$ cat src/simd_settings.svh
`ifndef SIMD_SETTINGS_SVH
`define SIMD_SETTINGS_SVH

// Number of 32-bit lanes in a vector register.
`define SIMD_LANES 16

`define SIMD_REGS 32

`define SIMD_RESET_PC 32'h0000_0000

`endif

$ cat src/simd_pkg.sv
`include "simd_settings.svh"

package simd_pkg;

	typedef logic [31:0] word_t;

	typedef word_t [`SIMD_LANES-1:0] vector_t;	// Lane 0 sits in the low bits.

	typedef logic [4:0] reg_idx_t;

	typedef enum logic [5:0] {
		OP_NOP   = 6'd0,
		OP_SADD  = 6'd1,
		OP_SSUB  = 6'd2,
		OP_SAND  = 6'd3,
		OP_SADDI = 6'd4,
		OP_VADD  = 6'd5,
		OP_VADDS = 6'd6,
		OP_VEXT  = 6'd7,
		OP_LOAD  = 6'd8,
		OP_STORE = 6'd9,
		OP_BEQZ  = 6'd10
	} opcode_e;

	typedef struct packed {
		opcode_e opcode;
		word_t pc;
		reg_idx_t dest;
		word_t immediate;		// Already sign extended.
		logic has_writeback;
		logic writeback_is_vector;
	} decoded_t;

endpackage

$ cat src/decode_stage.sv
`timescale 1ns/1ns

module decode_stage (
	input  logic clk,
	input  logic arst_n_i,
	input  logic flush_i,
	input  simd_pkg::word_t instruction_i,
	input  simd_pkg::word_t pc_i,
	output simd_pkg::decoded_t decoded_o,
	output simd_pkg::reg_idx_t scalar_sel1_o,
	output simd_pkg::reg_idx_t scalar_sel2_o,
	output simd_pkg::reg_idx_t vector_sel1_o,
	output simd_pkg::reg_idx_t vector_sel2_o
);

	simd_pkg::opcode_e opcode;
	simd_pkg::reg_idx_t dest;
	simd_pkg::reg_idx_t src1;
	simd_pkg::reg_idx_t src2;
	simd_pkg::decoded_t decoded_d;

	assign opcode = simd_pkg::opcode_e'(instruction_i[31:26]);
	assign dest = instruction_i[25:21];
	assign src1 = instruction_i[20:16];
	assign src2 = instruction_i[15:11];

	// The register files read on the next edge, so the selects leave here unregistered.
	assign scalar_sel1_o = src1;
	assign scalar_sel2_o = (opcode == simd_pkg::OP_STORE) ? dest : src2;	// Store data.
	assign vector_sel1_o = src1;
	assign vector_sel2_o = src2;

	always_comb
	begin
		decoded_d = '0;
		decoded_d.opcode = opcode;
		decoded_d.pc = pc_i;
		decoded_d.dest = dest;
		decoded_d.immediate = {{16{instruction_i[15]}}, instruction_i[15:0]};
		case (opcode)
			simd_pkg::OP_SADD, simd_pkg::OP_SSUB, simd_pkg::OP_SAND, simd_pkg::OP_SADDI,
			simd_pkg::OP_VEXT, simd_pkg::OP_LOAD:
				decoded_d.has_writeback = 1'b1;
			simd_pkg::OP_VADD, simd_pkg::OP_VADDS:
			begin
				decoded_d.has_writeback = 1'b1;
				decoded_d.writeback_is_vector = 1'b1;
			end
			simd_pkg::OP_NOP, simd_pkg::OP_STORE, simd_pkg::OP_BEQZ:
				decoded_d.has_writeback = 1'b0;
			default:
				decoded_d.opcode = simd_pkg::OP_NOP;	// Unknown opcodes do nothing.
		endcase
	end

	always_ff @(posedge clk or negedge arst_n_i)
	begin
		if (!arst_n_i)
			decoded_o <= '0;
		else
			decoded_o <= flush_i ? '0 : decoded_d;	// An all-zero entry is a NOP.
	end

endmodule

$ cat config.mk
export PLATFORM = sky130hd
export DESIGN_NAME = decode_stage
export DESIGN_NICKNAME = d
export VERILOG_FILES = /design/src/simd_pkg.sv /design/src/decode_stage.sv
export VERILOG_INCLUDE_DIRS = /design/src /design/src/src
export SDC_FILE = /design/constraint.sdc
export NUM_CORES = 1
export LEC_CHECK = 0
export BUFFER_PORTS_ARGS = -buffer_cell sky130_fd_sc_hd__buf_2
export CORE_UTILIZATION = 40
export CTS_CLUSTER_DIAMETER = 40
export DETAILED_ROUTE_END_ITERATION = 10
export PLACE_DENSITY = 0.87
export RECOVER_POWER = 50
export SLEW_MARGIN = 25
export SYNTH_ARGS = -nofsm -noshare
export SYNTH_HDL_FRONTEND = slang
export SYNTH_SLANG_ARGS = --single-unit
$ cat constraint.sdc
create_clock -name clk -period 1.4 [get_ports clk]
set_input_delay 0.21 -clock clk [delete_from_list [all_inputs] [get_ports clk]]
set_output_delay 0.21 -clock clk [all_outputs]
set_load 0.005 [all_outputs]
==> impl_metrics.csv <==
group,metric,value,unit
min_path,holdCritPathClass,"input port to register",
final_layout,top_register,"decoded_o",
global_route,grt_pass1_wl,7.68,mm
final_layout,area_growth,37.9,%
synth,ys_ff_latch,61,
worst_setup_path,crit_chain,"buf_8 > nor4_4 > nand3_4 > mux2_4 > buf_6",
placed_design,place_congestion,0.693,
drt,post-route-drc-count,0,
synth,yosysTopAreaCellShare,0.667,
drt,first_pass_iters,4,
clocking,clockBufferDepth,2,
sta,max_freq,706,MHz
placed_design,dp_cells,363,
drt,wire_per_inst,12.5,µm
placed_design,portBuffers,148,
sta,max-slew-margin-rel,0.449,
final_layout,utilization,0.574,
final_layout,final_common_cell,"buf_2",
drt,via_count,1605,
placed_design,hpwl,3.52,mm
final_layout,layout_common_cells,"buf_2 (139), dfrtp_1 (61), nor2b_1 (53)",
sta,fin_setup_tns,-0.0164,ns
drt,vias_per_cell,4.22,
worst_setup_path,cp_top_family,"simple AND/OR/NAND/NOR gates",
global_route,grt_pass1_vias,1593,
final_layout,layout-drive-gt1-share,0.552,
floorplanning,die_area,6030,µm²
final_layout,num_antenna_cells,0,
worst_setup_path,critical_path.slowest_cell,"mux2_4",
clocking,cts_tree,"yes",
clocking,cts_inserted_buffers,9,
worst_setup_path,critPathCaptureType,"output port",
synth,synth.avg_cell_area,13.2,µm²
synth,synth_area,2290,µm²
sta,setup_ws,-0.0164,ns
sta,setup_viol,1,
final_layout,final_cell_count_no_fill,380,
clocking,clk_pin_slew_worst_paths,0.06,ns
floorplanning,fp.dieW,77.7,µm
power,leakage,1.76,nW
drt,ant_nets,0,
floorplanning,die_y,77.7,µm
run,drv_cap,0,
final_layout,largest_reg_flops,61,
floorplanning,initial_core_util,0.416,
sta,worst_pin_slew,0.826,ns
clocking,postCtsSetupRepairBufs,0,
synth,ys_top_cells_by_area,"dfrtp_1 (67%), nor2b_1 (14%), buf_4 (10%), mux2_2 (2.5%), clkbuf_1 (0.82%)",
global_route,antenna_found_initial,0,
sta,period_share,1.01,
final_layout,nets,370,
drt,totalWireLength,4.75,mm
drt,drt-initial-drc-count,52,
sta,period_minus_slack,1.42,ns
worst_setup_path,worst-path-buf-inv,2,
power,max-vdd-ir-drop,0.642,mV
sta,hold_viol_final,0,
floorplanning,ios,164,
floorplanning,core,5510,µm²
status,status,"finished, violations left",
global_route,grt_start_max_net_pins,62,
sta,maxSlewViolCount,0,
status,violations,"setup timing",
clocking,h-tree-depth,3,
sta,hold_slack,0.101,ns
global_route,grtUsageTotal,0.172,
worst_setup_path,critPathMaxStageDelay,0.33,ns
worst_setup_path,cp.arrival,1.21,ns
clocking,root_buffer,"clkbuf_8",
synth,yosys_warnings,0,
synth,ys_types,20,
sta,rsz0062_at_grt,"true",
floorplanning,rows,27,
worst_setup_path,path_class,"input port to output port",
worst_setup_path,worstSetupStartpointType,"input port",
synth,synth_top_area_cell,"dfrtp_1",
power,power_per_cell_area,1230,nW/µm²
clocking,clock-sinks,61,
final_layout,reg_top3,"decoded_o: 61 flops",
global_route,overflow,0,
worst_setup_path,worstPathRequired,1.19,ns
synth,synthCells,173,
worst_setup_path,cp_max_fo,5,
synth,ys_seq_area_frac,0.667,
worst paths after layout:
kind	start	end	slack (ns)	depth (start not counted)
worst max-delay path	instruction_i[27]	scalar_sel2_o[2]	-0.02	5
max in group asynchronous	arst_n_i	decoded_o[2]	0.27	3
min in group asynchronous	arst_n_i	decoded_o[51]	0.63	3
worst min-delay path	pc_i[21]	decoded_o[60]	0.10	2
metrics by stage:
| stage | setup WS (ns) | instance area (µm²) | power, mW |
|---|---|---|---|
| 5_1_grt | -0.0329 | 3160 | 4.06 |
| 2_1_floorplan | 0.258 | 2290 | 2.08 |
| 6_report | -0.0164 | 3160 | 3.87 |
| 4_1_cts | -0.0357 | 3170 | 3.94 |
| 3_3_place_gp | -0.0294 | 2930 | 2.28 |
| 3_5_place_dp | -0.0371 | 2930 | 2.30 |
metal layers:
metal | vias to the layer above | GRT usage | share of wire
met1 | 757 | 0.187 | 0.37
met5 | - | 0 | 0
li1 | 763 | - | -
met3 | 10 | 0.0624 | 0.076
met2 | 75 | 0.286 | 0.53
met4 | 0 | 0.104 | 0.021
final cells by class:
type / instances / area (µm²)
multi-input combinational: 75 / 527
timing repair buffer: 155 / 805
clock buffer: 11 / 131
clock inverter: 5 / 75.1
inverter: 1 / 3.75
sequential: 61 / 1530
fill: 483 / 2350
tap: 72 / 90.1
cell families after synthesis:
group	after synthesis	synth area share
multiplexers	5	0.0246
other	1	0.00164
AO/OA/AOI/OAI	3	0.0109
AND/OR/NAND/NOR	63	0.175
XOR/XNOR	2	0.00765
buffers and inverters	38	0.114
flip-flops	61	0.667
cell usage after synthesis (all sizes together):
cell type,number
xnor2,1
and3,3
mux2,5
conb,1
clkbuf,5
dfrtp,61
inv,1
xor2,1
buf,32
or3,1
nand3,1
a2111oi,1
and2,1
nor4,1
nor2b,53
o21ai,2
nor2,1
nor3,2
power by group:
| part | internal (mW) | switching [mW] | total (mW) |
|---|---|---|---|
| clock network | 0.994 | 0.615 | 1.61 |
| registers | 1.85 | 0.0229 | 1.87 |
| logic | 0.207 | 0.187 | 0.394 |
repair_timing:
item | in CTS | in global routing
pin swaps | 2 | 0
setup endpoints to repair | 5 | 5
hold buffers | 1 | 0
endpoints found under the hold margin | 61 | 0
gates resized for setup | 5 | 2
No activity file was read; power rests on OpenSTA's default activity.
