$ cat config.mk
export PLATFORM = sky130hd
export DESIGN_NAME = writeback_stage_flat
export DESIGN_NICKNAME = d
export VERILOG_FILES = /design/src/simd_pkg.sv /design/src/writeback_if.sv /design/src/writeback_stage.sv /design/src/flat_wrapper.sv
export VERILOG_INCLUDE_DIRS = /design/src /design/src/src
export SDC_FILE = /design/constraint.sdc
export NUM_CORES = 1
export LEC_CHECK = 0
export ABC_AREA = 1
export BUFFER_PORTS_ARGS = -buffer_cell sky130_fd_sc_hd__buf_4
export CAP_MARGIN = 20
export CORE_AREA = 2 2 655 657
export DETAILED_ROUTE_END_ITERATION = 8
export DIE_AREA = 0 0 657 659
export MAX_ROUTING_LAYER = met4
export PLACE_DENSITY = 0.3
export SLEW_MARGIN = 20
export SYNTH_ARGS = -nofsm -noshare
export SYNTH_HDL_FRONTEND = slang
export SYNTH_SLANG_ARGS = --single-unit
$ cat constraint.sdc
create_clock -name clk -period 2 [get_ports clk]
set_input_delay 0.2 -clock clk [delete_from_list [all_inputs] [get_ports clk]]
set_output_delay 0.2 -clock clk [all_outputs]
set_load 0.005 [all_outputs]
$ cat src/simd_settings.svh
`ifndef SIMD_SETTINGS_SVH
`define SIMD_SETTINGS_SVH

// Number of 32-bit lanes in a vector register.
`define SIMD_LANES 16

`define SIMD_REGS 32

`define SIMD_RESET_PC 32'h0000_0000

`endif

$ cat src/simd_pkg.sv
`include "simd_settings.svh"

package simd_pkg;

	typedef logic [31:0] word_t;

	typedef word_t [`SIMD_LANES-1:0] vector_t;	// Lane 0 sits in the low bits.

	typedef logic [4:0] reg_idx_t;

	typedef enum logic [5:0] {
		OP_NOP   = 6'd0,
		OP_SADD  = 6'd1,
		OP_SSUB  = 6'd2,
		OP_SAND  = 6'd3,
		OP_SADDI = 6'd4,
		OP_VADD  = 6'd5,
		OP_VADDS = 6'd6,
		OP_VEXT  = 6'd7,
		OP_LOAD  = 6'd8,
		OP_STORE = 6'd9,
		OP_BEQZ  = 6'd10
	} opcode_e;

	typedef struct packed {
		opcode_e opcode;
		word_t pc;
		reg_idx_t dest;
		word_t immediate;		// Already sign extended.
		logic has_writeback;
		logic writeback_is_vector;
	} decoded_t;

endpackage

$ cat src/writeback_if.sv
`timescale 1ns/1ns

interface writeback_if;

	logic has_writeback;		// The only valid flag on the bus.
	simd_pkg::reg_idx_t writeback_reg;
	logic is_vector;
	simd_pkg::vector_t value;	// Scalars travel in lane 0.
	simd_pkg::word_t pc;

	modport source (
		output has_writeback, writeback_reg, is_vector, value, pc
	);

	modport sink (
		input has_writeback, writeback_reg, is_vector, value, pc
	);

endinterface

$ cat src/writeback_stage.sv
`timescale 1ns/1ns

module writeback_stage (
	input  logic clk,
	input  logic arst_n_i,
	writeback_if.sink in,
	input  logic load_i,
	input  simd_pkg::word_t ddata_i,
	writeback_if.source wb,
	writeback_if.source rf
);

	logic has_writeback_q;
	logic load_q;
	simd_pkg::reg_idx_t writeback_reg_q;
	logic is_vector_q;
	simd_pkg::vector_t value_q;
	simd_pkg::word_t pc_q;

	always_ff @(posedge clk or negedge arst_n_i)
	begin
		if (!arst_n_i)
		begin
			has_writeback_q <= 1'b0;
			load_q <= 1'b0;
			rf.has_writeback <= 1'b0;
		end
		else
		begin
			has_writeback_q <= in.has_writeback;
			load_q <= load_i;
			rf.has_writeback <= wb.has_writeback;
		end
	end

	always_ff @(posedge clk)
	begin
		writeback_reg_q <= in.writeback_reg;
		is_vector_q <= in.is_vector;
		value_q <= in.value;
		pc_q <= in.pc;
		rf.writeback_reg <= wb.writeback_reg;	// The register files still read stale data here.
		rf.is_vector <= wb.is_vector;
		rf.value <= wb.value;
		rf.pc <= wb.pc;
	end

	assign wb.has_writeback = has_writeback_q;
	assign wb.writeback_reg = writeback_reg_q;
	assign wb.is_vector = is_vector_q;
	assign wb.value = load_q ? simd_pkg::vector_t'(ddata_i) : value_q;	// Loaded word in lane 0.
	assign wb.pc = pc_q;

endmodule

$ cat src/flat_wrapper.sv
// flat-port wrapper written by rule: the top's interface ports become plain ports
module writeback_stage_flat 
  (clk, arst_n_i, load_i, ddata_i, in_has_writeback, in_writeback_reg, in_is_vector, in_value, in_pc, wb_has_writeback, wb_writeback_reg, wb_is_vector, wb_value, wb_pc, rf_has_writeback, rf_writeback_reg, rf_is_vector, rf_value, rf_pc);
  writeback_if in_i ();
  writeback_if wb_i ();
  writeback_if rf_i ();
  input  logic clk;
  input  logic arst_n_i;
  input  logic load_i;
  input  simd_pkg::word_t ddata_i;
  input wire logic [$bits(in_i.has_writeback)-1:0] in_has_writeback;
  input wire logic [$bits(in_i.writeback_reg)-1:0] in_writeback_reg;
  input wire logic [$bits(in_i.is_vector)-1:0] in_is_vector;
  input wire logic [$bits(in_i.value)-1:0] in_value;
  input wire logic [$bits(in_i.pc)-1:0] in_pc;
  output wire logic [$bits(wb_i.has_writeback)-1:0] wb_has_writeback;
  output wire logic [$bits(wb_i.writeback_reg)-1:0] wb_writeback_reg;
  output wire logic [$bits(wb_i.is_vector)-1:0] wb_is_vector;
  output wire logic [$bits(wb_i.value)-1:0] wb_value;
  output wire logic [$bits(wb_i.pc)-1:0] wb_pc;
  output wire logic [$bits(rf_i.has_writeback)-1:0] rf_has_writeback;
  output wire logic [$bits(rf_i.writeback_reg)-1:0] rf_writeback_reg;
  output wire logic [$bits(rf_i.is_vector)-1:0] rf_is_vector;
  output wire logic [$bits(rf_i.value)-1:0] rf_value;
  output wire logic [$bits(rf_i.pc)-1:0] rf_pc;
  assign in_i.has_writeback = in_has_writeback;
  assign in_i.writeback_reg = in_writeback_reg;
  assign in_i.is_vector = in_is_vector;
  assign in_i.value = in_value;
  assign in_i.pc = in_pc;
  assign wb_has_writeback = wb_i.has_writeback;
  assign wb_writeback_reg = wb_i.writeback_reg;
  assign wb_is_vector = wb_i.is_vector;
  assign wb_value = wb_i.value;
  assign wb_pc = wb_i.pc;
  assign rf_has_writeback = rf_i.has_writeback;
  assign rf_writeback_reg = rf_i.writeback_reg;
  assign rf_is_vector = rf_i.is_vector;
  assign rf_value = rf_i.value;
  assign rf_pc = rf_i.pc;
  writeback_stage u_core (.clk(clk), .arst_n_i(arst_n_i), .in(in_i), .load_i(load_i), .ddata_i(ddata_i), .wb(wb_i), .rf(rf_i));
endmodule
==> flow_summary.json <==
{
  "worstPathCellList": "buf_12, buf_16, buf_4, nor2_1, buf_4",
  "final_common_cell": "buf_4",
  "fmax_mhz": 364,
  "portBuffers": 1687,
  "grt_max_degree": 55,
  "grt_usage_pct": 15.5,
  "grt_pass1_vias": 30717,
  "clock_sinks": 1103,
  "period_minus_slack_ns": 2.75,
  "ctsRootBufferMaster": "clkbuf_16",
  "p_leak_uw": 0.0302,
  "clk_pin_slew_ns": 0.06,
  "clk_latency_ns": 0.90,
  "cp.arrival_ns": 2.55,
  "ir_worst_vdd_mv": 0.602,
  "powerDensity_nw_per_um2": 949,
  "cp-startpoint": "u_core.load_q",
  "ys_types": 9,
  "critPathKind": "reg2out",
  "viasPerCell": 2.52,
  "path_max_fanout": 16,
  "worst_setup_path_end_kind": "output pin",
  "top_regs": "u_core.rf.value (512), u_core.value_q (512)",
  "antenna_found_initial": 83,
  "max-cap-violations": 0,
  "cts_buffer_depth": 4,
  "setup_ws_ns": -0.747,
  "slew_headroom_pct": 60.4,
  "place_ws_ns": -0.511,
  "vias": 27971,
  "layout-drive-gt1-share_pct": 43.4,
  "gp_congestion": 1.10,
  "multiInputGateArea_um2": 3310,
  "p_total_uw": 62900,
  "dp_hpwl_um": 297000,
  "status": "finished with violations",
  "num_rows": 240,
  "synth_area_um2": 26700,
  "cts_buffers": 154,
  "regArea_um2": 22100,
  "cts_tree": "yes",
  "cp_common_cell": "buf_4",
  "finalCritPeriodShare_pct": 137,
  "core-area_um2": 426000,
  "final_antenna_net_count": 0,
  "synthCells": 2220,
  "h-tree-depth": 4,
  "final_cell_mix": "buf_4 (1,722), dfxtp_1 (1,100), dlygate4sd3_1 (1,082)",
  "rsz0062_at_grt": "yes",
  "drtIter0Drc": 1063,
  "ys_warn_count": 0,
  "ios": 1688,
  "r2r_start": "u_core.load_q",
  "grt_pass1_wl_um": 405000,
  "drc": 0,
  "required_ns": 1.80,
  "grt.overflow.total": 0,
  "avgSynthCellArea_um2": 12.0,
  "setup_violations": 512,
  "first_pass_iters": 4,
  "syn2layout_area_growth_pct": 148,
  "ys_seq_elements": 1103,
  "violations": "negative setup slack",
  "slew_viol_final": 0,
  "hold_violations": 0,
  "fp.dieW_um": 657,
  "fp.dieH_um": 659,
  "hold_path.class": "in2reg",
  "tightest_slew_ns": 0.593,
  "hp-start": "in_value[402]",
  "skew_ns": 0.0988,
  "nets": 5868,
  "die-area_um2": 433000,
  "fill_cells": 48041,
  "routed_wl_um": 337000,
  "seq_area_frac_synth_pct": 82.7,
  "detail_route.wl_per_cell_um": 30.3,
  "slowest_stage": "dfrtp_4",
  "start_kind": "flip-flop",
  "initial_core_util_pct": 6.28,
  "syn_nets": 2806,
  "max_stage_delay_ns": 0.58
}
## critical path, delay by kind of cell, from the launching register on
family / cells / cell delay (ns)
buf+inv: 4 / 0.78
flops: 1 / 0.58
simple gates: 1 / 0.23
## worst paths after layout
check                      depth (start not counted)                       to  slack (ns)
min                                                2      u_core.value_q[402]        0.08
max                                                5             wb_value[46]       -0.75
min in group asynchronous                          3  u_core.rf.has_writeback        0.29
max in group asynchronous                          3            u_core.load_q        1.47
min reg2reg                                        0         u_core.rf.pc[15]        0.35
max reg2reg                                        6     u_core.rf.value[290]        0.25
## what timing repair did
item / 4_1_cts / 5_1_grt
setup buffers: 56 / 4
resized for setup: 339 / 109
hold buffers: 1082 / 0
hold endpoints to repair: 587 / 0
pin swaps: 65 / 8
endpoints found under the setup margin: 563 / 516
gates cloned: 7 / 0
## metal layers
metal	global-route usage (%)	up-vias	wire (um)
met5	-	-	0
li1	-	12531	-
met1	15.7	13710	123000
met3	8.39	397	42100
met4	4.69	0	12200
met2	25.5	1333	160000
## logic make-up after synthesis
| kind of cell | synth area share (%) |
|---|---|
| DFF | 82.7 |
| and+or+nand+nor | 8.09 |
| buffers and inverters | 9.22 |
## per-stage QoR
stage / instances / hold slack, ns / TNS (ns) / cell area [um2] / util, %
floorplan: 2220 / -0.0956 / 0 / 26700 / -
global placement: 9662 / 0.00937 / -28.28 / 47300 / 11.1
detailed placement: 9664 / 0.0117 / -17.24 / 47300 / 11.1
CTS: 11082 / 0.00110 / -377.12 / 65800 / 15.5
global route: 11101 / 0.0240 / -354.94 / 66300 / 15.6
finish: 11114 / 0.0772 / -288.51 / 66300 / 15.6
## cell usage after synthesis (all sizes together)
master,count,share of area [%]
buf,52,2.1
clkbuf,8,0.41
dfrtp,3,0.28
dfxtp,1100,82
inv,481,6.8
nand2,96,1.3
nor2,480,6.7
## where the power goes
part | internal (uW) | switching [uW]
Clock | 17900 | 12000
Sequential | 23200 | 639
Combinational | 4400 | 4760
## layout make-up
class	instances	area share, %
Antenna cell	28	0.106
Clock buffer	205	6.53
Clock inverter	68	1.55
Inverter	481	2.72
Multi-Input combinational cell	576	4.99
Sequential cell	1103	33.3
Tap cell	5687	10.7
Timing Repair Buffer	2966	40.0
Power figures use the tool's default switching activity.
