==> config.mk <==
export PLATFORM = sky130hd
export DESIGN_NAME = memory_access_stage_flat
export DESIGN_NICKNAME = d
export VERILOG_FILES = /design/src/simd_pkg.sv /design/src/writeback_if.sv /design/src/memory_access_stage.sv /design/src/flat_wrapper.sv
export VERILOG_INCLUDE_DIRS = /design/src /design/src/src
export SDC_FILE = /design/constraint.sdc
export NUM_CORES = 1
export LEC_CHECK = 0
export ABC_CLOCK_PERIOD_IN_PS = 900
export BUFFER_PORTS_ARGS = -buffer_cell sky130_fd_sc_hd__buf_2
export CORE_AREA = 10 10 469 471
export CTS_CLUSTER_SIZE = 10
export DETAILED_ROUTE_END_ITERATION = 6
export DIE_AREA = 0 0 479 481
export GPL_ROUTABILITY_DRIVEN = 0
export PLACE_DENSITY = 0.3
export SETUP_SLACK_MARGIN = 0.5
export SLEW_MARGIN = 0
export SYNTH_ARGS = -nofsm -noshare
export SYNTH_HDL_FRONTEND = slang
export SYNTH_SLANG_ARGS = --single-unit
==> constraint.sdc <==
create_clock -name clk -period 0.9 [get_ports clk]
set_clock_uncertainty 0.05 [all_clocks]
set_input_delay 0.225 -clock clk [delete_from_list [all_inputs] [get_ports clk]]
set_output_delay 0.225 -clock clk [all_outputs]
set_load 0.02 [all_outputs]
==> src/simd_settings.svh <==
`ifndef SIMD_SETTINGS_SVH
`define SIMD_SETTINGS_SVH

// Number of 32-bit lanes in a vector register.
`define SIMD_LANES 16

`define SIMD_REGS 32

`define SIMD_RESET_PC 32'h0000_0000

`endif

==> src/simd_pkg.sv <==
`include "simd_settings.svh"

package simd_pkg;

	typedef logic [31:0] word_t;

	typedef word_t [`SIMD_LANES-1:0] vector_t;	// Lane 0 sits in the low bits.

	typedef logic [4:0] reg_idx_t;

	typedef enum logic [5:0] {
		OP_NOP   = 6'd0,
		OP_SADD  = 6'd1,
		OP_SSUB  = 6'd2,
		OP_SAND  = 6'd3,
		OP_SADDI = 6'd4,
		OP_VADD  = 6'd5,
		OP_VADDS = 6'd6,
		OP_VEXT  = 6'd7,
		OP_LOAD  = 6'd8,
		OP_STORE = 6'd9,
		OP_BEQZ  = 6'd10
	} opcode_e;

	typedef struct packed {
		opcode_e opcode;
		word_t pc;
		reg_idx_t dest;
		word_t immediate;		// Already sign extended.
		logic has_writeback;
		logic writeback_is_vector;
	} decoded_t;

endpackage

==> src/writeback_if.sv <==
`timescale 1ns/1ns

interface writeback_if;

	logic has_writeback;		// The only valid flag on the bus.
	simd_pkg::reg_idx_t writeback_reg;
	logic is_vector;
	simd_pkg::vector_t value;	// Scalars travel in lane 0.
	simd_pkg::word_t pc;

	modport source (
		output has_writeback, writeback_reg, is_vector, value, pc
	);

	modport sink (
		input has_writeback, writeback_reg, is_vector, value, pc
	);

endinterface

==> src/memory_access_stage.sv <==
`timescale 1ns/1ns

module memory_access_stage (
	input  logic clk,
	input  logic arst_n_i,
	writeback_if.sink in,
	input  simd_pkg::word_t daddress_i,
	input  simd_pkg::word_t ddata_i,
	input  logic daccess_i,
	input  logic dwrite_i,
	input  logic load_i,
	output simd_pkg::word_t daddress_o,
	output simd_pkg::word_t ddata_o,
	output logic daccess_o,
	output logic dwrite_o,
	writeback_if.source out,
	output logic load_o
);

	always_ff @(posedge clk or negedge arst_n_i)
	begin
		if (!arst_n_i)
		begin
			out.has_writeback <= 1'b0;
			daccess_o <= 1'b0;
			dwrite_o <= 1'b0;
			load_o <= 1'b0;
		end
		else
		begin
			out.has_writeback <= in.has_writeback;
			daccess_o <= daccess_i;
			dwrite_o <= dwrite_i;
			load_o <= load_i;	// Load data comes back while this sits in writeback.
		end
	end

	always_ff @(posedge clk)
	begin
		out.writeback_reg <= in.writeback_reg;
		out.is_vector <= in.is_vector;
		out.value <= in.value;
		out.pc <= in.pc;
		daddress_o <= daddress_i;
		ddata_o <= ddata_i;
	end

endmodule

==> src/flat_wrapper.sv <==
// flat-port wrapper written by rule: the top's interface ports become plain ports
module memory_access_stage_flat 
  (clk, arst_n_i, daddress_i, ddata_i, daccess_i, dwrite_i, load_i, daddress_o, ddata_o, daccess_o, dwrite_o, load_o, in_has_writeback, in_writeback_reg, in_is_vector, in_value, in_pc, out_has_writeback, out_writeback_reg, out_is_vector, out_value, out_pc);
  writeback_if in_i ();
  writeback_if out_i ();
  input  logic clk;
  input  logic arst_n_i;
  input  simd_pkg::word_t daddress_i;
  input  simd_pkg::word_t ddata_i;
  input  logic daccess_i;
  input  logic dwrite_i;
  input  logic load_i;
  output simd_pkg::word_t daddress_o;
  output simd_pkg::word_t ddata_o;
  output logic daccess_o;
  output logic dwrite_o;
  output logic load_o;
  input wire logic [$bits(in_i.has_writeback)-1:0] in_has_writeback;
  input wire logic [$bits(in_i.writeback_reg)-1:0] in_writeback_reg;
  input wire logic [$bits(in_i.is_vector)-1:0] in_is_vector;
  input wire logic [$bits(in_i.value)-1:0] in_value;
  input wire logic [$bits(in_i.pc)-1:0] in_pc;
  output wire logic [$bits(out_i.has_writeback)-1:0] out_has_writeback;
  output wire logic [$bits(out_i.writeback_reg)-1:0] out_writeback_reg;
  output wire logic [$bits(out_i.is_vector)-1:0] out_is_vector;
  output wire logic [$bits(out_i.value)-1:0] out_value;
  output wire logic [$bits(out_i.pc)-1:0] out_pc;
  assign in_i.has_writeback = in_has_writeback;
  assign in_i.writeback_reg = in_writeback_reg;
  assign in_i.is_vector = in_is_vector;
  assign in_i.value = in_value;
  assign in_i.pc = in_pc;
  assign out_has_writeback = out_i.has_writeback;
  assign out_writeback_reg = out_i.writeback_reg;
  assign out_is_vector = out_i.is_vector;
  assign out_value = out_i.value;
  assign out_pc = out_i.pc;
  memory_access_stage u_core (.clk(clk), .arst_n_i(arst_n_i), .in(in_i), .daddress_i(daddress_i), .ddata_i(ddata_i), .daccess_i(daccess_i), .dwrite_i(dwrite_i), .load_i(load_i), .daddress_o(daddress_o), .ddata_o(ddata_o), .daccess_o(daccess_o), .dwrite_o(dwrite_o), .out(out_i), .load_o(load_o));
endmodule
==> run summary, run 1 <==
Post-DRT Antenna Nets: 0
Overall Global Routing Usage: 11.69%
Tmin final: 1.518 ns
Final Max Slew Viols: 0
Footprint of the multi-input gates: 0 um2
HPWL Detailed: 123.8 mm
Pre-CTS setup slack: 0.1081 ns
CTS Hold Bufs: 619
Post-synthesis cell type count: 2
CP max-delay cell: dfrtp_1
Slowest Stage Delay on Critical Path: 0.39 ns
Worst EP required: 0.62 ns
Final non-filler cell total: 5488
Final Hold Fails: 83
H-tree Lvls: 3
DR WL/cell: 25.63 um
Worst path cell trace: buf_6
Slew @ Worst Pin: 0.2362 ns
CTS Buffer Depth: 3
Max reg flops: 512
Most frequent cells in the layout: 614 x dfxtp_4, 597 x buf_6, 538 x dlygate4sd3_1
Pwr Density: 1902 nW/um2
Routed wire length: 140.6 mm
Die ar.: 230400 um2
Initial antenna violation count: 191
# IOs: 1238
Vias/cell: 2.457
Cell row count: 169
Final Util: 17.98%
Synth Register Bits: 618
HP Class: in2async
Filler cell count: 23020
WP depth: 1
Most flop-heavy register: u_core.out.value
Die Y: 481 um
Multi-Input Combinational: 0
Leak Pwr: 16.36 nW
Critical path's top delay family: flip-flops
CTS tree: done
Startpoint Class: flip-flop
Avg Inst Size Synth: 20.05 um2
Max FO, Critical Path: 1
RSZ-0062 raised after global routing: yes
IO buf count: 1237
CP Capture Type: primary output
Root Driver: clkbuf_16
CP bufs+invs: 1
Violated checks: negative hold slack, negative setup slack
Clk sinks: 618
Register Area: 14700 um2
Setup Crit Path Kind: reg2out
Final worst slack: -0.6183 ns
Synthesized instance count: 618
Pre-antenna DRT Iters: 4
FMAX: 0.6586 GHz
Placed insts: 4676
Setup violators final: 618
Final nets: 3179
First-pass GRT wire length: 173.9 mm
Area Growth Syn to Fin: 205.9%
Share of layout cells above drive strength 1: 75.12%
Commonest non-fill, non-tap cell in the layout: dfxtp_4
Sequential share of the synthesized area: 100.0%
Clock-pin slew on the worst setup and hold paths: 0.06 ns
Worst Path Arrival: 1.24 ns
Final period util: 168.7%
Slew headroom: 84.20%
Worst vdd ir: 1354 uV
Core area: 210800 um2
DRC: 0
CTS Buf Count: 83
Remaining Overflow, GRT: 0
Max-cap violations: 0
Vias: 13480
Largest net degree at the start of global routing: 13
Post-Syn Nets: 1238
Vias in the first global route: 15180
Netlist Area Pre-Place: 12390 um2
Status: finished, violations left
Starting Density: 5.878%
Hold WS: -0.1550 ns
Starting DRT DRC Count: 363
Synth warn: 0
Die Wd: 479 um
-- logic make-up after synthesis --
kind of cell | after synthesis | share of synthesized area (%)
flops | 618 | 100.0
-- timing repair --
action,4_1_cts,5_1_grt
gates resized for setup,1182,231
buffers inserted,0,0
hold endpoints to repair,622,85
endpoints found under the setup margin,618,728
pin swaps,0,0
-- Yosys cell counts (all sizes together) --
| cell type | number | area [um2] |
|---|---|---|
| dfrtp | 4 | 100.1 |
| dfxtp | 614 | 12290 |
-- layout make-up --
| type | instances | share of cell area, % |
|---|---|---|
| Antenna cell | 54 | 0.3565 |
| Clock buffer | 100 | 5.700 |
| Clock inverter | 39 | 1.119 |
| Sequential cell | 618 | 38.77 |
| Tap cell | 2821 | 9.311 |
| Timing Repair Buffer | 1856 | 44.74 |
-- report_power, final --
part	total, mW	internal (mW)	switching (mW)
combinational	10.8	5.69	5.09
sequential	28.9	28.1	0.796
clock	32.4	18.8	13.6
total	72.1	52.6	19.5
-- metrics by stage --
stage          hold WS, ns  TNS, ns  instance area [um2]  power, mW
2_1_floorplan      -0.1206        0                14700      31.00
3_3_place_gp       0.02499        0                24820      35.88
3_5_place_dp       0.02634        0                24820      35.78
4_1_cts            -0.2718  -398.98                37300      74.25
5_1_grt            -0.1832  -377.78                37830      75.80
6_report           -0.1550  -331.69                37910      72.10
-- per-layer routing --
layer / vias to the layer above / share of wire, % / GRT usage (%)
met5: - / 0.13 / 0
met4: 28 / 3.2 / 3.576
met3: 283 / 13 / 6.318
met2: 1224 / 45 / 18.67
met1: 6058 / 39 / 13.38
li1: 5889 / - / -
-- worst max path at each step --
stage	to	startpoint	slack, ns
2_1_floorplan	daccess_o	u_core.daccess_o	0.21
3_3_place_gp	load_o	u_core.load_o	0.11
3_5_place_dp	out_value[164]	u_core.out.value[164]	0.11
4_1_cts	load_o	u_core.load_o	-0.73
5_1_grt	load_o	u_core.load_o	-0.69
6_report	load_o	u_core.load_o	-0.62
Power figures use the tool's default switching activity.
==> run 2, diff against run 1 <==
--- a/config.mk
+++ b/config.mk
@@ -8,13 +8,15 @@
 export LEC_CHECK = 0
 export ABC_CLOCK_PERIOD_IN_PS = 900
 export BUFFER_PORTS_ARGS = -buffer_cell sky130_fd_sc_hd__buf_2
-export CORE_AREA = 10 10 469 471
+export CORE_AREA = 10 10 468 470
 export CTS_CLUSTER_SIZE = 10
 export DETAILED_ROUTE_END_ITERATION = 6
-export DIE_AREA = 0 0 479 481
+export DIE_AREA = 0 0 478 480
 export GPL_ROUTABILITY_DRIVEN = 0
+export MAX_ROUTING_LAYER = met4
 export PLACE_DENSITY = 0.3
 export SETUP_SLACK_MARGIN = 0.5
+export SKIP_CTS_REPAIR_TIMING = 1
 export SLEW_MARGIN = 0
 export SYNTH_ARGS = -nofsm -noshare
 export SYNTH_HDL_FRONTEND = slang
==> run summary, run 2 (synthesized netlist as in run 1, its figures left out) <==
Status: finished, violations left
Violated checks: negative hold slack, negative setup slack
Routed wire length: 139.4 mm
Most frequent cells in the layout: 619 x dlygate4sd3_1, 619 x buf_2, 614 x dfxtp_4
Final worst slack: -0.6136 ns
FMAX: 0.6607 GHz
Clock-pin slew on the worst setup and hold paths: 0.06 ns
Post-DRT Antenna Nets: 0
Multi-Input Combinational: 0
Tmin final: 1.514 ns
DP Area: 24860 um2
H-tree Lvls: 3
Root Driver: clkbuf_16
CTS Buffer Depth: 3
Initial antenna violation count: 162
Setup Crit Path Kind: reg2out
Core area: 209200 um2
Pwr Density: 1920 nW/um2
Remaining Overflow, GRT: 0
CP Capture Type: primary output
Hold WS: -0.1877 ns
Slew headroom: 84.67%
Post-route total power: 72.03 mW
HPWL Detailed: 121.9 mm
Largest net degree at the start of global routing: 13
Starting DRT DRC Count: 380
Final period util: 168.2%
Register Area: 14700 um2
Worst EP required: 0.62 ns
Setup violators final: 618
Vias: 13400
Pre-antenna DRT Iters: 4
Startpoint Class: flip-flop
Area Growth Syn to Fin: 202.7%
Final Util: 17.94%
Share of layout cells above drive strength 1: 75.09%
Worst vdd ir: 1278 uV
Max reg flops: 512
Filler cell count: 22810
Leak Pwr: 15.56 nW
# IOs: 1238
DRC: 0
Worst Path Arrival: 1.24 ns
Final Instance Area: 37520 um2
Vias/cell: 2.439
Final Max Slew Viols: 0
Footprint of the multi-input gates: 0 um2
HP Class: in2async
Max FO, Critical Path: 1
Most flop-heavy register: u_core.out.value
Clk sinks: 618
CTS tree: done
Die Y: 480 um
Final Hold Fails: 4
Die Wd: 478 um
Final nets: 3180
Setup TNS: -337.90 ns
Slowest Stage Delay on Critical Path: 0.38 ns
CP max-delay cell: dfrtp_1
IO buf count: 1237
WP depth: 1
CTS Buf Count: 84
Overall Global Routing Usage: 11.61%
Starting Density: 5.925%
First-pass GRT wire length: 161.6 mm
Die ar.: 229400 um2
Vias in the first global route: 12110
DR WL/cell: 25.37 um
Critical path's top delay family: flip-flops
Max-cap violations: 0
Pre-CTS setup slack: 0.09452 ns
Worst path cell trace: buf_6
Cell row count: 168
Slew @ Worst Pin: 0.2292 ns
RSZ-0062 raised after global routing: yes
Crit path from: u_core.dwrite_o
CP bufs+invs: 1
## run 2: changes by cell type in the layout (fill, tap and decap cells not counted), sizes merged
cell	previous run	this run
dlygate4sd3	538	619
dlymetal6s4s	81	0
diode	54	72
buf	1228	1237
clkbuf	109	105
inv	8	6
bufinv	6	5
clkinv	22	23
clkinvlp	3	4
## run 2: worst max path at each step
stage | endpoint
global route | out_value[12]
CTS | out_value[161]
global placement | out_value[161]
finish | dwrite_o
detailed placement | out_value[161]
floorplan | daccess_o
## run 2: per-stage QoR
stage | instances | hold slack (ns)
2_1_floorplan | 618 | -0.1206
3_3_place_gp | 4660 | 0.0004976
3_5_place_dp | 4660 | 0.006071
4_1_cts | 4803 | -0.8289
5_1_grt | 5465 | -0.2390
6_report | 5494 | -0.1877
## run 2: cell type report
cell class | instances | share of cell area, %
Tap cell | 2805 | 9.355
Antenna cell | 72 | 0.4803
Clock inverter | 38 | 1.094
Timing Repair Buffer | 1856 | 44.06
Clock buffer | 105 | 5.840
Sequential cell | 618 | 39.17
## run 2: report_power, final
| group | total, mW | switching (mW) | internal (mW) |
|---|---|---|---|
| Combinational | 10.6 | 5.05 | 5.52 |
| Sequential | 28.9 | 0.798 | 28.1 |
| Clock | 32.6 | 13.8 | 18.7 |
## run 2: metal layers
metal | global-route usage, % | vias up | routed length (um)
li1 | - | 5931 | -
met1 | 12.63 | 6097 | 53820
met2 | 17.91 | 1125 | 65130
met3 | 6.421 | 249 | 17260
met4 | 3.878 | 0 | 3177
met5 | - | - | 0
==> run 3, diff against run 2 <==
==> constraint.sdc (replaced) <==
create_clock -name clk -period 0.9 [get_ports clk]
set_clock_uncertainty 0.05 [all_clocks]
set_input_delay 0.135 -clock clk [delete_from_list [all_inputs] [get_ports clk]]
set_output_delay 0.135 -clock clk [all_outputs]
set_load 0.02 [all_outputs]
==> run summary, run 3 (synthesized netlist as in run 1, its figures left out) <==
# IOs: 1238
H-tree Lvls: 3
DP Area: 24430 um2
Max reg flops: 512
Most frequent cells in the layout: 619 x dlygate4sd3_1, 619 x buf_2, 615 x buf_6
Setup violators final: 618
Setup TNS: -278.38 ns
Leak Pwr: 15.49 nW
Max-cap violations: 0
Tmin final: 1.418 ns
Final worst slack: -0.5181 ns
Worst Path Arrival: 1.23 ns
Clock-pin slew on the worst setup and hold paths: 0.07 ns
Die Wd: 478 um
Core area: 209200 um2
Cell row count: 168
Starting DRT DRC Count: 335
Slowest Stage Delay on Critical Path: 0.35 ns
Violated checks: negative hold slack, negative setup slack
Final Max Slew Viols: 0
Filler cell count: 22860
Worst EP required: 0.71 ns
Pre-CTS setup slack: 0.1880 ns
CTS Buf Count: 83
Starting Density: 5.925%
Multi-Input Combinational: 0
CP max-delay cell: dfxtp_4
Register Area: 14700 um2
CP bufs+invs: 1
CP Capture Type: primary output
Placed insts: 4660
Post-route total power: 72.39 mW
Largest net degree at the start of global routing: 13
DR WL/cell: 25.32 um
Final Hold Fails: 5
Final nets: 3179
Vias/cell: 2.449
Routed wire length: 138.9 mm
Met1 WL: 55.94 mm
Pwr Density: 1941 nW/um2
Initial antenna violation count: 175
Final non-filler cell total: 5488
Most flop-heavy register: u_core.out.value
Final Util: 17.84%
HP Class: in2async
Pre-antenna DRT Iters: 4
DR WL met3: 14.80 mm
Max FO, Critical Path: 1
First-pass GRT wire length: 161.3 mm
Vias: 13440
Die Y: 480 um
Vias in the first global route: 12020
Remaining Overflow, GRT: 0
HPWL Detailed: 122.0 mm
Worst vdd ir: 1305 uV
Top Metal Used: met4
Setup Crit Path Kind: reg2out
Final Instance Area: 37300 um2
Hold WS: -0.2672 ns
CTS tree: done
RSZ-0062 raised after global routing: yes
Startpoint Class: flip-flop
Die ar.: 229400 um2
Footprint of the multi-input gates: 0 um2
Overall Global Routing Usage: 11.56%
CTS Buffer Depth: 3
FMAX: 0.7052 GHz
IO buf count: 1237
Root Driver: clkbuf_16
Routed met2 length: 64.68 mm
Slew headroom: 84.66%
Post-DRT Antenna Nets: 0
Critical path's top delay family: flip-flops
DRC: 0
Share of layout cells above drive strength 1: 75.10%
Final period util: 157.6%
Slew @ Worst Pin: 0.2293 ns
Clk sinks: 618
Worst path cell trace: buf_12
Area Growth Syn to Fin: 201.0%
Status: finished, violations left
==> run 3: cell types whose count changed in the layout (fill, tap and decap cells not counted), sizes merged <==
cell      delta
clkbuf       +2
diode        -3
clkinv       -7
bufinv       +3
inv          +1
clkinvlp     -2
==> run 3: layout make-up <==
| class | instances | share of cell area [%] |
|---|---|---|
| Antenna cell | 69 | 0.4629 |
| Timing Repair Buffer | 1856 | 43.63 |
| Clock inverter | 33 | 1.211 |
| Tap cell | 2805 | 9.408 |
| Clock buffer | 107 | 5.893 |
| Sequential cell | 618 | 39.40 |
==> run 3: routing by layer <==
layer	global-route usage (%)	vias up
li1	-	5927
met1	12.79	6110
met2	17.77	1144
met3	6.090	261
met4	3.882	0
met5	-	-
==> run 3: report_power, final <==
| group | switching, mW | leakage, nW | internal [mW] |
|---|---|---|---|
| registers | 0.779 | 5.44 | 28.1 |
| logic | 5.05 | 8.77 | 5.39 |
| clock network | 13.5 | 1.29 | 19.6 |
==> run 3: final timing paths <==
kind | startpoint | endpoint | slack (ns) | depth (start not counted)
max | u_core.out.value[12] | out_value[12] | -0.52 | 1
min | arst_n_i | u_core.dwrite_o | -0.27 | 2
max in group asynchronous | arst_n_i | u_core.load_o | 0.90 | 2
min in group clk | in_value[311] | u_core.out.value[311] | 0 | 2
