===== src/simd_settings.svh =====
`ifndef SIMD_SETTINGS_SVH
`define SIMD_SETTINGS_SVH

// Number of 32-bit lanes in a vector register.
`define SIMD_LANES 16

`define SIMD_REGS 32

`define SIMD_RESET_PC 32'h0000_0000

`endif


===== src/simd_pkg.sv =====
`include "simd_settings.svh"

package simd_pkg;

	typedef logic [31:0] word_t;

	typedef word_t [`SIMD_LANES-1:0] vector_t;	// Lane 0 sits in the low bits.

	typedef logic [4:0] reg_idx_t;

	typedef enum logic [5:0] {
		OP_NOP   = 6'd0,
		OP_SADD  = 6'd1,
		OP_SSUB  = 6'd2,
		OP_SAND  = 6'd3,
		OP_SADDI = 6'd4,
		OP_VADD  = 6'd5,
		OP_VADDS = 6'd6,
		OP_VEXT  = 6'd7,
		OP_LOAD  = 6'd8,
		OP_STORE = 6'd9,
		OP_BEQZ  = 6'd10
	} opcode_e;

	typedef struct packed {
		opcode_e opcode;
		word_t pc;
		reg_idx_t dest;
		word_t immediate;		// Already sign extended.
		logic has_writeback;
		logic writeback_is_vector;
	} decoded_t;

endpackage


===== src/instruction_fetch_stage.sv =====
`timescale 1ns/1ns
`include "simd_settings.svh"

module instruction_fetch_stage (
	input  logic clk,
	input  logic arst_n_i,
	input  logic rollback_i,
	input  simd_pkg::word_t rollback_pc_i,
	output simd_pkg::word_t iaddress_o,
	output logic iaccess_o,
	input  simd_pkg::word_t idata_i,
	output simd_pkg::word_t instruction_o,
	output simd_pkg::word_t pc_o
);

	localparam simd_pkg::word_t nop_instruction = {simd_pkg::OP_NOP, 26'd0};

	simd_pkg::word_t pc_q;

	assign iaddress_o = pc_q;
	assign iaccess_o = 1'b1;	// The core fetches on every cycle.

	always_ff @(posedge clk or negedge arst_n_i)
	begin
		if (!arst_n_i)
		begin
			pc_q <= `SIMD_RESET_PC;
			instruction_o <= nop_instruction;
		end
		else
		begin
			pc_q <= rollback_i ? rollback_pc_i : pc_q + 32'd4;
			instruction_o <= rollback_i ? nop_instruction : idata_i;	// Drop the wrong path.
		end
	end

	always_ff @(posedge clk)
	begin
		pc_o <= pc_q;
	end

endmodule


===== config.mk =====
export PLATFORM = sky130hd
export DESIGN_NAME = instruction_fetch_stage
export DESIGN_NICKNAME = d
export VERILOG_FILES = /design/src/simd_pkg.sv /design/src/instruction_fetch_stage.sv
export VERILOG_INCLUDE_DIRS = /design/src /design/src/src
export SDC_FILE = /design/constraint.sdc
export NUM_CORES = 1
export LEC_CHECK = 0
export ABC_AREA = 1
export BUFFER_PORTS_ARGS = -buffer_cell sky130_fd_sc_hd__buf_2
export CAP_MARGIN = 10
export CELL_PAD_IN_SITES_DETAIL_PLACEMENT = 0
export CELL_PAD_IN_SITES_GLOBAL_PLACEMENT = 2
export CORE_MARGIN = 2
export CORE_UTILIZATION = 24
export CTS_BUF_LIST = sky130_fd_sc_hd__clkbuf_2 sky130_fd_sc_hd__clkbuf_4 sky130_fd_sc_hd__clkbuf_8
export DETAILED_ROUTE_END_ITERATION = 16
export PLACE_DENSITY_LB_ADDON = 0.1
export SLEW_MARGIN = 30
export SYNTH_ARGS = -nofsm -noshare
export SYNTH_HDL_FRONTEND = slang
export SYNTH_SLANG_ARGS = --single-unit

===== constraint.sdc =====
create_clock -name clk -period 1.45 [get_ports clk]
set_input_delay 0.2175 -clock clk [delete_from_list [all_inputs] [get_ports clk]]
set_output_delay 0.2175 -clock clk [all_outputs]
set_load 0.03 [all_outputs]

==> results of run 1 <==
==> cells in the final DEF, fill, tap and decap left out, types with 2 or more instances in the layout <==
cell type	netlist	layout
sky130_fd_sc_hd__dfrtp_1	64	58
sky130_fd_sc_hd__nand3_1	30	30
sky130_fd_sc_hd__and2_1	4	4
sky130_fd_sc_hd__nor2_2	4	8
sky130_fd_sc_hd__buf_4	1	32
sky130_fd_sc_hd__dfxtp_1	32	32
sky130_fd_sc_hd__inv_1	53	53
sky130_fd_sc_hd__buf_2	3	162
sky130_fd_sc_hd__clkbuf_4	0	2
sky130_fd_sc_hd__dfrtp_2	0	6
sky130_fd_sc_hd__bufinv_16	0	4
sky130_fd_sc_hd__nand2_1	131	129
sky130_fd_sc_hd__clkbuf_8	0	9
sky130_fd_sc_hd__xor2_1	3	3
sky130_fd_sc_hd__a21oi_1	4	4
sky130_fd_sc_hd__nor2_8	2	2
sky130_fd_sc_hd__o21ai_0	4	4
sky130_fd_sc_hd__inv_2	2	3
sky130_fd_sc_hd__buf_12	0	3
sky130_fd_sc_hd__nor2_4	6	10
sky130_fd_sc_hd__nor2_1	68	60
sky130_fd_sc_hd__nand2_2	6	7
sky130_fd_sc_hd__o21ai_1	7	7
sky130_fd_sc_hd__or2_1	2	2
==> where the power goes <==
group | total [mW] | internal, mW | switching (mW)
registers | 3.01 | 2.88 | 0.129
clock network | 2.32 | 1.36 | 0.958
logic | 1.31 | 0.434 | 0.871
==> how the worst min path moves through the flow <==
stage | end | slack, ns | depth (start not counted)
finish | instruction_o[2] | 0.03 | 3
global route | instruction_o[0] | 0.006 | 3
CTS | instruction_o[2] | 0.004 | 3
detailed placement | iaddress_o[7] | 0.28 | 2
global placement | iaddress_o[7] | 0.28 | 2
floorplan | iaddress_o[0] | -0.08 | 0
==> critical path, delay by kind of cell (launching register included) <==
kind          cells  cell delay (ns)
buf+inv           1             0.13
simple gates      7             0.74
flops             1             0.42
==> sequential cells by signal (all words and copies together), names as in the netlist <==
signal / count
iaddress_o: 32
pc_o: 32
instruction_o: 32
==> cell families (layout without fill, tap and decap cells) <==
| kind of cell | count (synthesis) | in the layout | synth area share (%) |
|---|---|---|---|
| adder cells (fa/ha/maj) | 1 | 1 | 0.334 |
| XOR/XNOR | 3 | 3 | 0.701 |
| buffers and inverters | 67 | 271 | 6.91 |
| AO/OA/AOI/OAI | 16 | 16 | 2.17 |
| other | 1 | 1 | 0.100 |
| AND/OR/NAND/NOR | 255 | 255 | 29.9 |
| flip-flops | 96 | 96 | 59.8 |
==> cell type report <==
cell class | count | area, µm² | area share, %
Clock buffer | 11 | 139 | 2.57
Clock inverter | 5 | 129 | 2.38
Inverter | 56 | 210 | 3.88
Sequential cell | 96 | 2250 | 41.6
Timing Repair Buffer | 199 | 1130 | 20.9
Tap cell | 188 | 235 | 4.35
Multi-Input combinational cell | 276 | 1320 | 24.3
==> per-stage QoR <==
step	power, mW	hold slack (ns)
floorplan	3.80	-0.0781
global placement	4.36	0.278
detailed placement	4.36	0.278
CTS	6.75	0.00366
global route	7.02	0.00605
finish	6.64	0.0348
==> layer usage <==
layer / track usage, % / vias up
met5: 0 / -
met4: 4.48 / 2
met3: 6.61 / 12
met2: 21.8 / 104
met1: 17.0 / 1527
li1: - / 1723
==> what timing repair did <==
| item | CTS | global route |
|---|---|---|
| buffers inserted | 1 | 7 |
| endpoints found under the setup margin | 5 | 18 |
| endpoints found under the hold margin | 64 | 0 |
| pin swaps | 0 | 8 |
| gates resized for setup | 2 | 19 |
| hold buffers | 1 | 0 |
==> flow_results.xml, run 1 <==
<?xml version="1.0" encoding="UTF-8"?>
<metrics>
  <group name="routing">
    <metric name="drt_drc_violations_left" unit="">0</metric>
    <metric name="detailedRoute.firstIterationViolations" unit="">105</metric>
    <metric name="antenna_left" unit="">0</metric>
    <metric name="dr.pass1.iters" unit="">4</metric>
    <metric name="post_detailed_route_wirelength_per_cell" unit="µm">13.2</metric>
    <metric name="number_of_vias_per_cell" unit="">4.05</metric>
    <metric name="met1Wirelength" unit="mm">4.78</metric>
    <metric name="met2_wirelength" unit="mm">5.04</metric>
    <metric name="routed-wl-met3" unit="mm">1.00</metric>
    <metric name="wirelength" unit="mm">11.0</metric>
    <metric name="vias" unit="">3368</metric>
    <metric name="topRoutingLayerUsed" unit="">met5</metric>
  </group>
  <group name="timing">
    <metric name="layout_min_cycle_time" unit="ns">1.40</metric>
    <metric name="finalSetupTns" unit="ns">0</metric>
    <metric name="timing.final.ws_setup" unit="ns">0.0509</metric>
    <metric name="unrepaired_setup_endpoints_after_global_routing" unit="">true</metric>
    <metric name="final_max_slew_viol_count" unit="">0</metric>
    <metric name="report.final.hold_viol_count" unit="">0</metric>
    <metric name="fmaxAchievable" unit="MHz">715</metric>
    <metric name="post-route-period-util" unit="%">96.5</metric>
    <metric name="fin_worst_skew" unit="ns">0.00609</metric>
    <metric name="setup_viol" unit="">0</metric>
  </group>
  <group name="logic_synthesis">
    <metric name="synth_top_area_share" unit="%">42.7</metric>
    <metric name="yosys.cell_types.count" unit="">26</metric>
    <metric name="ys_async_sr_fraction" unit="%">66.7</metric>
    <metric name="gate_count_after_technology_mapping" unit="">439</metric>
    <metric name="synth_top_area_cell" unit="">sky130_fd_sc_hd__dfrtp_1</metric>
    <metric name="synth-edff-count" unit="">0</metric>
    <metric name="netlist_area" unit="mm²">0.00375</metric>
    <metric name="share_of_the_yosys_chip_area_belonging_to_registers" unit="%">59.8</metric>
    <metric name="post-synth-top-count-cell" unit="">sky130_fd_sc_hd__nand2_1</metric>
    <metric name="synthesis.yosys.warnings" unit="">0</metric>
    <metric name="syn_avg_cell_area" unit="µm²">8.54</metric>
    <metric name="synth-seq-cells" unit="">96</metric>
    <metric name="synth_top_cells_by_count" unit="">131 x sky130_fd_sc_hd__nand2_1, 68 x sky130_fd_sc_hd__nor2_1, 64 x sky130_fd_sc_hd__dfrtp_1, 53 x sky130_fd_sc_hd__inv_1, 32 x sky130_fd_sc_hd__dfxtp_1</metric>
    <metric name="synth-main-ff-cell" unit="">sky130_fd_sc_hd__dfrtp_1</metric>
    <metric name="syn-num-nets" unit="">507</metric>
    <metric name="post_synth_main_area_contributors" unit="">sky130_fd_sc_hd__dfrtp_1 43%, sky130_fd_sc_hd__dfxtp_1 17%, sky130_fd_sc_hd__nand2_1 13%</metric>
  </group>
  <group name="setup_path">
    <metric name="crit_path_top_delay_cell" unit="">sky130_fd_sc_hd__dfrtp_2</metric>
    <metric name="crit_path_end_kind" unit="">flop</metric>
    <metric name="regToRegStartpoint" unit="">iaddress_o[3]</metric>
    <metric name="critPathRequiredTime" unit="ns">1.71</metric>
    <metric name="cp_cell_sequence" unit="">buf_4 -&gt; nand2_1 -&gt; nor2_4 -&gt; nand2_2 -&gt; nor2_4 -&gt; nand3_1 -&gt; nand3_1 -&gt; nand2_1</metric>
    <metric name="critPathArrivalTime" unit="ns">1.66</metric>
    <metric name="register_to_register_path_depth" unit="">8</metric>
    <metric name="reg2reg_setup_slack" unit="ns">0.05</metric>
    <metric name="highest_net_fanout_along_the_worst_path" unit="">6</metric>
    <metric name="worst-setup-path-type" unit="">reg -&gt; reg</metric>
    <metric name="cp-start-kind" unit="">flop</metric>
    <metric name="critical_path.endpoint" unit="">iaddress_o[25]</metric>
    <metric name="rr_endpoint" unit="">iaddress_o[25]</metric>
    <metric name="worstSetupStartpoint" unit="">iaddress_o[3]</metric>
    <metric name="critical_path.max_stage_delay" unit="ns">0.42</metric>
  </group>
  <group name="grt">
    <metric name="maximum_number_of_pins_on_one_net_before_global_route_repair" unit="">65</metric>
    <metric name="antenna_found_initial" unit="">1</metric>
    <metric name="grt_pass1_wl" unit="mm">17.6</metric>
    <metric name="grt_remaining_overflow" unit="">0</metric>
    <metric name="globalRouteTotalUtil" unit="%">13.9</metric>
    <metric name="via_count_of_the_first_global_routing_pass" unit="">3407</metric>
  </group>
  <group name="final_layout">
    <metric name="antenna_cells" unit="">0</metric>
    <metric name="syn_to_final_growth" unit="%">44.4</metric>
    <metric name="utilization" unit="%">35.6</metric>
    <metric name="post-route-cell-area" unit="mm²">0.00541</metric>
    <metric name="drive_above_1_share" unit="%">39.3</metric>
    <metric name="layout.nets" unit="">706</metric>
    <metric name="layoutNonFillerInstCount" unit="">831</metric>
    <metric name="fillerInstances" unit="">1620</metric>
  </group>
  <group name="clocking">
    <metric name="cts_tree" unit="">built</metric>
    <metric name="cts_htree_levels" unit="">3</metric>
    <metric name="clkLatencyLatePin" unit="ns">0.37</metric>
    <metric name="clock_path_buffers" unit="">2</metric>
    <metric name="clk_pin_slew" unit="ns">0.09</metric>
    <metric name="tritoncts.num_buffers" unit="">9</metric>
    <metric name="cts_root_buffer" unit="">sky130_fd_sc_hd__clkbuf_8</metric>
    <metric name="clock_sinks" unit="">96</metric>
  </group>
  <group name="min_path">
    <metric name="worst_min_delay_path_startpoint" unit="">idata_i[2]</metric>
    <metric name="timing.hold.worst.class" unit="">in -&gt; reg</metric>
  </group>
  <group name="status">
    <metric name="result_of_the_run" unit="">finished, final reports clean</metric>
  </group>
  <group name="floorplanning">
    <metric name="placementRows" unit="">45</metric>
    <metric name="die_h" unit="µm">129</metric>
    <metric name="chipWidth" unit="µm">129</metric>
    <metric name="floorplan.core_area" unit="mm²">0.0152</metric>
    <metric name="dieArea" unit="mm²">0.0166</metric>
    <metric name="io-pin-count" unit="">164</metric>
    <metric name="floorplan.initialDensity" unit="%">24.7</metric>
  </group>
  <group name="power_and_ir_drop">
    <metric name="power.density" unit="mW/mm²">1230</metric>
    <metric name="power.static_leakage" unit="nW">2.93</metric>
    <metric name="ir_drop_worst_case_vdd" unit="mV">0.439</metric>
  </group>
  <group name="flow_run">
    <metric name="max_cap_viol_count" unit="">0</metric>
  </group>
  <group name="placement">
    <metric name="placed_cell_area" unit="mm²">0.00501</metric>
    <metric name="numPortBuffers" unit="">162</metric>
    <metric name="placed_cells" unit="">806</metric>
    <metric name="routability_congestion_estimate" unit="">0.774</metric>
    <metric name="dp_worst_setup_slack" unit="ns">-0.0767</metric>
    <metric name="dp.final_hpwl" unit="mm">8.22</metric>
  </group>
</metrics>
Power figures use the tool's default switching activity.
==> run 2: changes to the inputs <==
CORE_UTILIZATION = 29   (was 24)
clock period = 1.7 ns   (was 1.45 ns; I/O delays follow)
==> run 2 against run 1 <==
  * Global-route usage increased by 1.5 points
  * Largest cell class unchanged
  * Flip-flop and latch count unchanged
  * Register-to-register slack improved by 0.16 ns
  * Clock power decreased by 27%
  * Non-clock buffer count decreased by 29
  * First-iteration DRC count increased by 20%
  * Design area decreased by 7.0%
  * Highest routed layer is now met4
  * Setup slack improved by 0.16 ns
==> flow_results.xml, run 2 (synthesis results as in run 1) <==
<?xml version="1.0" encoding="UTF-8"?>
<metrics>
  <group name="floorplanning">
    <metric name="io-pin-count" unit="">164</metric>
    <metric name="dieArea" unit="mm²">0.0138</metric>
    <metric name="chipWidth" unit="µm">118</metric>
    <metric name="floorplan.core_area" unit="mm²">0.0126</metric>
    <metric name="die_h" unit="µm">118</metric>
    <metric name="placementRows" unit="">41</metric>
    <metric name="floorplan.initialDensity" unit="%">29.7</metric>
  </group>
  <group name="setup_path">
    <metric name="worst-setup-path-type" unit="">reg -&gt; reg</metric>
    <metric name="cp-start-kind" unit="">flop</metric>
    <metric name="critPathArrivalTime" unit="ns">1.76</metric>
    <metric name="critPathRequiredTime" unit="ns">1.97</metric>
    <metric name="highest_net_fanout_along_the_worst_path" unit="">6</metric>
    <metric name="crit_path_end_kind" unit="">flop</metric>
    <metric name="crit_path_top_delay_cell" unit="">sky130_fd_sc_hd__dfrtp_1</metric>
    <metric name="critical-path-top-cell-by-count" unit="">sky130_fd_sc_hd__nand3_1</metric>
    <metric name="critical_path.max_stage_delay" unit="ns">0.42</metric>
    <metric name="cp_cell_sequence" unit="">ha_1 -&gt; nand2_2 -&gt; nor2_8 -&gt; nand2_4 -&gt; nor2_4 -&gt; nand3_1 -&gt; nand3_1 -&gt; nand2_1</metric>
  </group>
  <group name="clocking">
    <metric name="cts_tree" unit="">built</metric>
    <metric name="clock_path_buffers" unit="">2</metric>
    <metric name="tritoncts.num_buffers" unit="">9</metric>
    <metric name="cts_root_buffer" unit="">sky130_fd_sc_hd__clkbuf_8</metric>
    <metric name="clock_sinks" unit="">96</metric>
    <metric name="clk_pin_slew" unit="ns">0.10</metric>
    <metric name="cts_htree_levels" unit="">3</metric>
    <metric name="clkLatencyLatePin" unit="ns">0.37</metric>
  </group>
  <group name="grt">
    <metric name="antenna_found_initial" unit="">0</metric>
    <metric name="grt_remaining_overflow" unit="">0</metric>
    <metric name="grt_pass1_wl" unit="mm">16.5</metric>
    <metric name="globalRouteTotalUtil" unit="%">15.4</metric>
    <metric name="via_count_of_the_first_global_routing_pass" unit="">3220</metric>
    <metric name="maximum_number_of_pins_on_one_net_before_global_route_repair" unit="">58</metric>
  </group>
  <group name="timing">
    <metric name="fmaxAchievable" unit="MHz">673</metric>
    <metric name="finalSetupTns" unit="ns">0</metric>
    <metric name="timing.hold.ws" unit="ns">0.0661</metric>
    <metric name="unrepaired_setup_endpoints_after_global_routing" unit="">false</metric>
    <metric name="report.final.hold_viol_count" unit="">0</metric>
    <metric name="final_max_slew_viol_count" unit="">0</metric>
    <metric name="worst_pin_slew" unit="ns">0.573</metric>
    <metric name="layout_min_cycle_time" unit="ns">1.49</metric>
    <metric name="timing.max_slew.rel_slack" unit="%">61.8</metric>
    <metric name="fin_worst_skew" unit="ns">0.00643</metric>
    <metric name="setup_viol" unit="">0</metric>
    <metric name="post-route-period-util" unit="%">87.5</metric>
  </group>
  <group name="routing">
    <metric name="wirelength" unit="mm">10.3</metric>
    <metric name="drt_drc_violations_left" unit="">0</metric>
    <metric name="antenna_left" unit="">0</metric>
    <metric name="detailedRoute.firstIterationViolations" unit="">126</metric>
    <metric name="vias" unit="">3209</metric>
    <metric name="number_of_vias_per_cell" unit="">4.08</metric>
    <metric name="dr.pass1.iters" unit="">4</metric>
    <metric name="post_detailed_route_wirelength_per_cell" unit="µm">13.2</metric>
  </group>
  <group name="final_layout">
    <metric name="antenna_cells" unit="">0</metric>
    <metric name="syn_to_final_growth" unit="%">34.3</metric>
    <metric name="post-route-cell-area" unit="mm²">0.00503</metric>
    <metric name="fillerInstances" unit="">1354</metric>
    <metric name="layout.cells.most_common_list" unit="">162 x sky130_fd_sc_hd__buf_2, 131 x sky130_fd_sc_hd__nand2_1, 68 x sky130_fd_sc_hd__nor2_1</metric>
    <metric name="layout.nets" unit="">677</metric>
    <metric name="drive_above_1_share" unit="%">33.6</metric>
    <metric name="layout_commonest_cell" unit="">sky130_fd_sc_hd__buf_2</metric>
  </group>
  <group name="status">
    <metric name="result_of_the_run" unit="">finished, final reports clean</metric>
  </group>
  <group name="placement">
    <metric name="placed_cell_area" unit="mm²">0.00480</metric>
    <metric name="dp.final_hpwl" unit="mm">7.78</metric>
    <metric name="routability_congestion_estimate" unit="">0.751</metric>
    <metric name="numPortBuffers" unit="">162</metric>
  </group>
  <group name="power_and_ir_drop">
    <metric name="power.density" unit="mW/mm²">1050</metric>
    <metric name="power.static_leakage" unit="nW">2.77</metric>
    <metric name="ir_drop_worst_case_vdd" unit="mV">0.388</metric>
  </group>
  <group name="min_path">
    <metric name="timing.hold.worst.class" unit="">in -&gt; reg</metric>
  </group>
  <group name="flow_run">
    <metric name="max_cap_viol_count" unit="">0</metric>
  </group>
</metrics>
==> run 2: cell types whose count changed in the layout (fill, tap and decap cells not counted), moves of 2 or more <==
cell and change:
sky130_fd_sc_hd__clkbuf_4 -2, sky130_fd_sc_hd__bufinv_16 -2, sky130_fd_sc_hd__nor2_4 -4, sky130_fd_sc_hd__buf_4 -27
sky130_fd_sc_hd__dfrtp_2 -6, sky130_fd_sc_hd__nor2_2 -4, sky130_fd_sc_hd__nand2_1 +2, sky130_fd_sc_hd__clkinv_2 +3
sky130_fd_sc_hd__nor2_1 +8, sky130_fd_sc_hd__dfrtp_1 +6
==> run 2: path summary, 6_finish.rpt <==
kind / startpoint / end / slack [ns] / cells after the start
hold / removal: idata_i[0] / instruction_o[0] / 0.07 / 3
min in group asynchronous: arst_n_i / iaddress_o[7] / 0.33 / 2
setup reg to reg: iaddress_o[2] / iaddress_o[28] / 0.21 / 8
max in group asynchronous: arst_n_i / iaddress_o[27] / 0.79 / 3
setup / recovery: iaddress_o[2] / iaddress_o[28] / 0.21 / 8
hold reg to reg: iaddress_o[1] / pc_o[1] / 0.42 / 0
==> run 2: critical path, delay by kind of cell, from the launching register on <==
| kind | cells | cell delay (ns) |
|---|---|---|
| adders and majority gates | 1 | 0.21 |
| DFF | 1 | 0.42 |
| and+or+nand+nor | 7 | 0.75 |
==> run 2: report_power, final <==
part / internal [mW] / total, mW / switching [mW]
registers: 2.45 / 2.59 / 0.136
clock network: 0.862 / 1.70 / 0.836
logic: 0.290 / 0.979 / 0.689
==> run 2: layer usage <==
layer / part of all wire (%) / wire length, µm / GRT usage [%]
met4: 1.8 / 187 / 6.55
met2: 46 / 4710 / 24.2
met5: 0 / 0 / 0
met3: 8.4 / 864 / 5.77
met1: 44 / 4580 / 19.0
==> run 2: area by class of cell <==
cell class | count | area (µm²) | share of cell area, %
flip-flops and latches | 96 | 2240 | 44.6
clock buffers | 10 | 138 | 2.73
multi-input cells | 276 | 1250 | 24.8
repair buffers | 170 | 898 | 17.9
well taps | 172 | 215 | 4.28
clock inverters | 6 | 82.6 | 1.64
inverters | 56 | 210 | 4.18
==> run 2: stage by stage <==
| step | instances | power, mW | setup slack [ns] | util, % |
|---|---|---|---|---|
| 3_3_place_gp | 769 | 3.63 | 0.219 | 38.1 |
| 3_5_place_dp | 769 | 3.63 | 0.227 | 38.1 |
| 5_1_grt | 786 | 5.53 | 0.0619 | 39.9 |
| 2_1_floorplan | 439 | 3.23 | 0.115 | - |
| 6_report | 786 | 5.27 | 0.213 | 39.9 |
| 4_1_cts | 786 | 5.35 | 0.200 | 39.9 |
==> run 2: repair_timing <==
item                      4_1_cts  5_1_grt
hold endpoints to repair       12        0
buffers inserted                0        0
gates resized for setup         0        0
hold buffers                    1        0
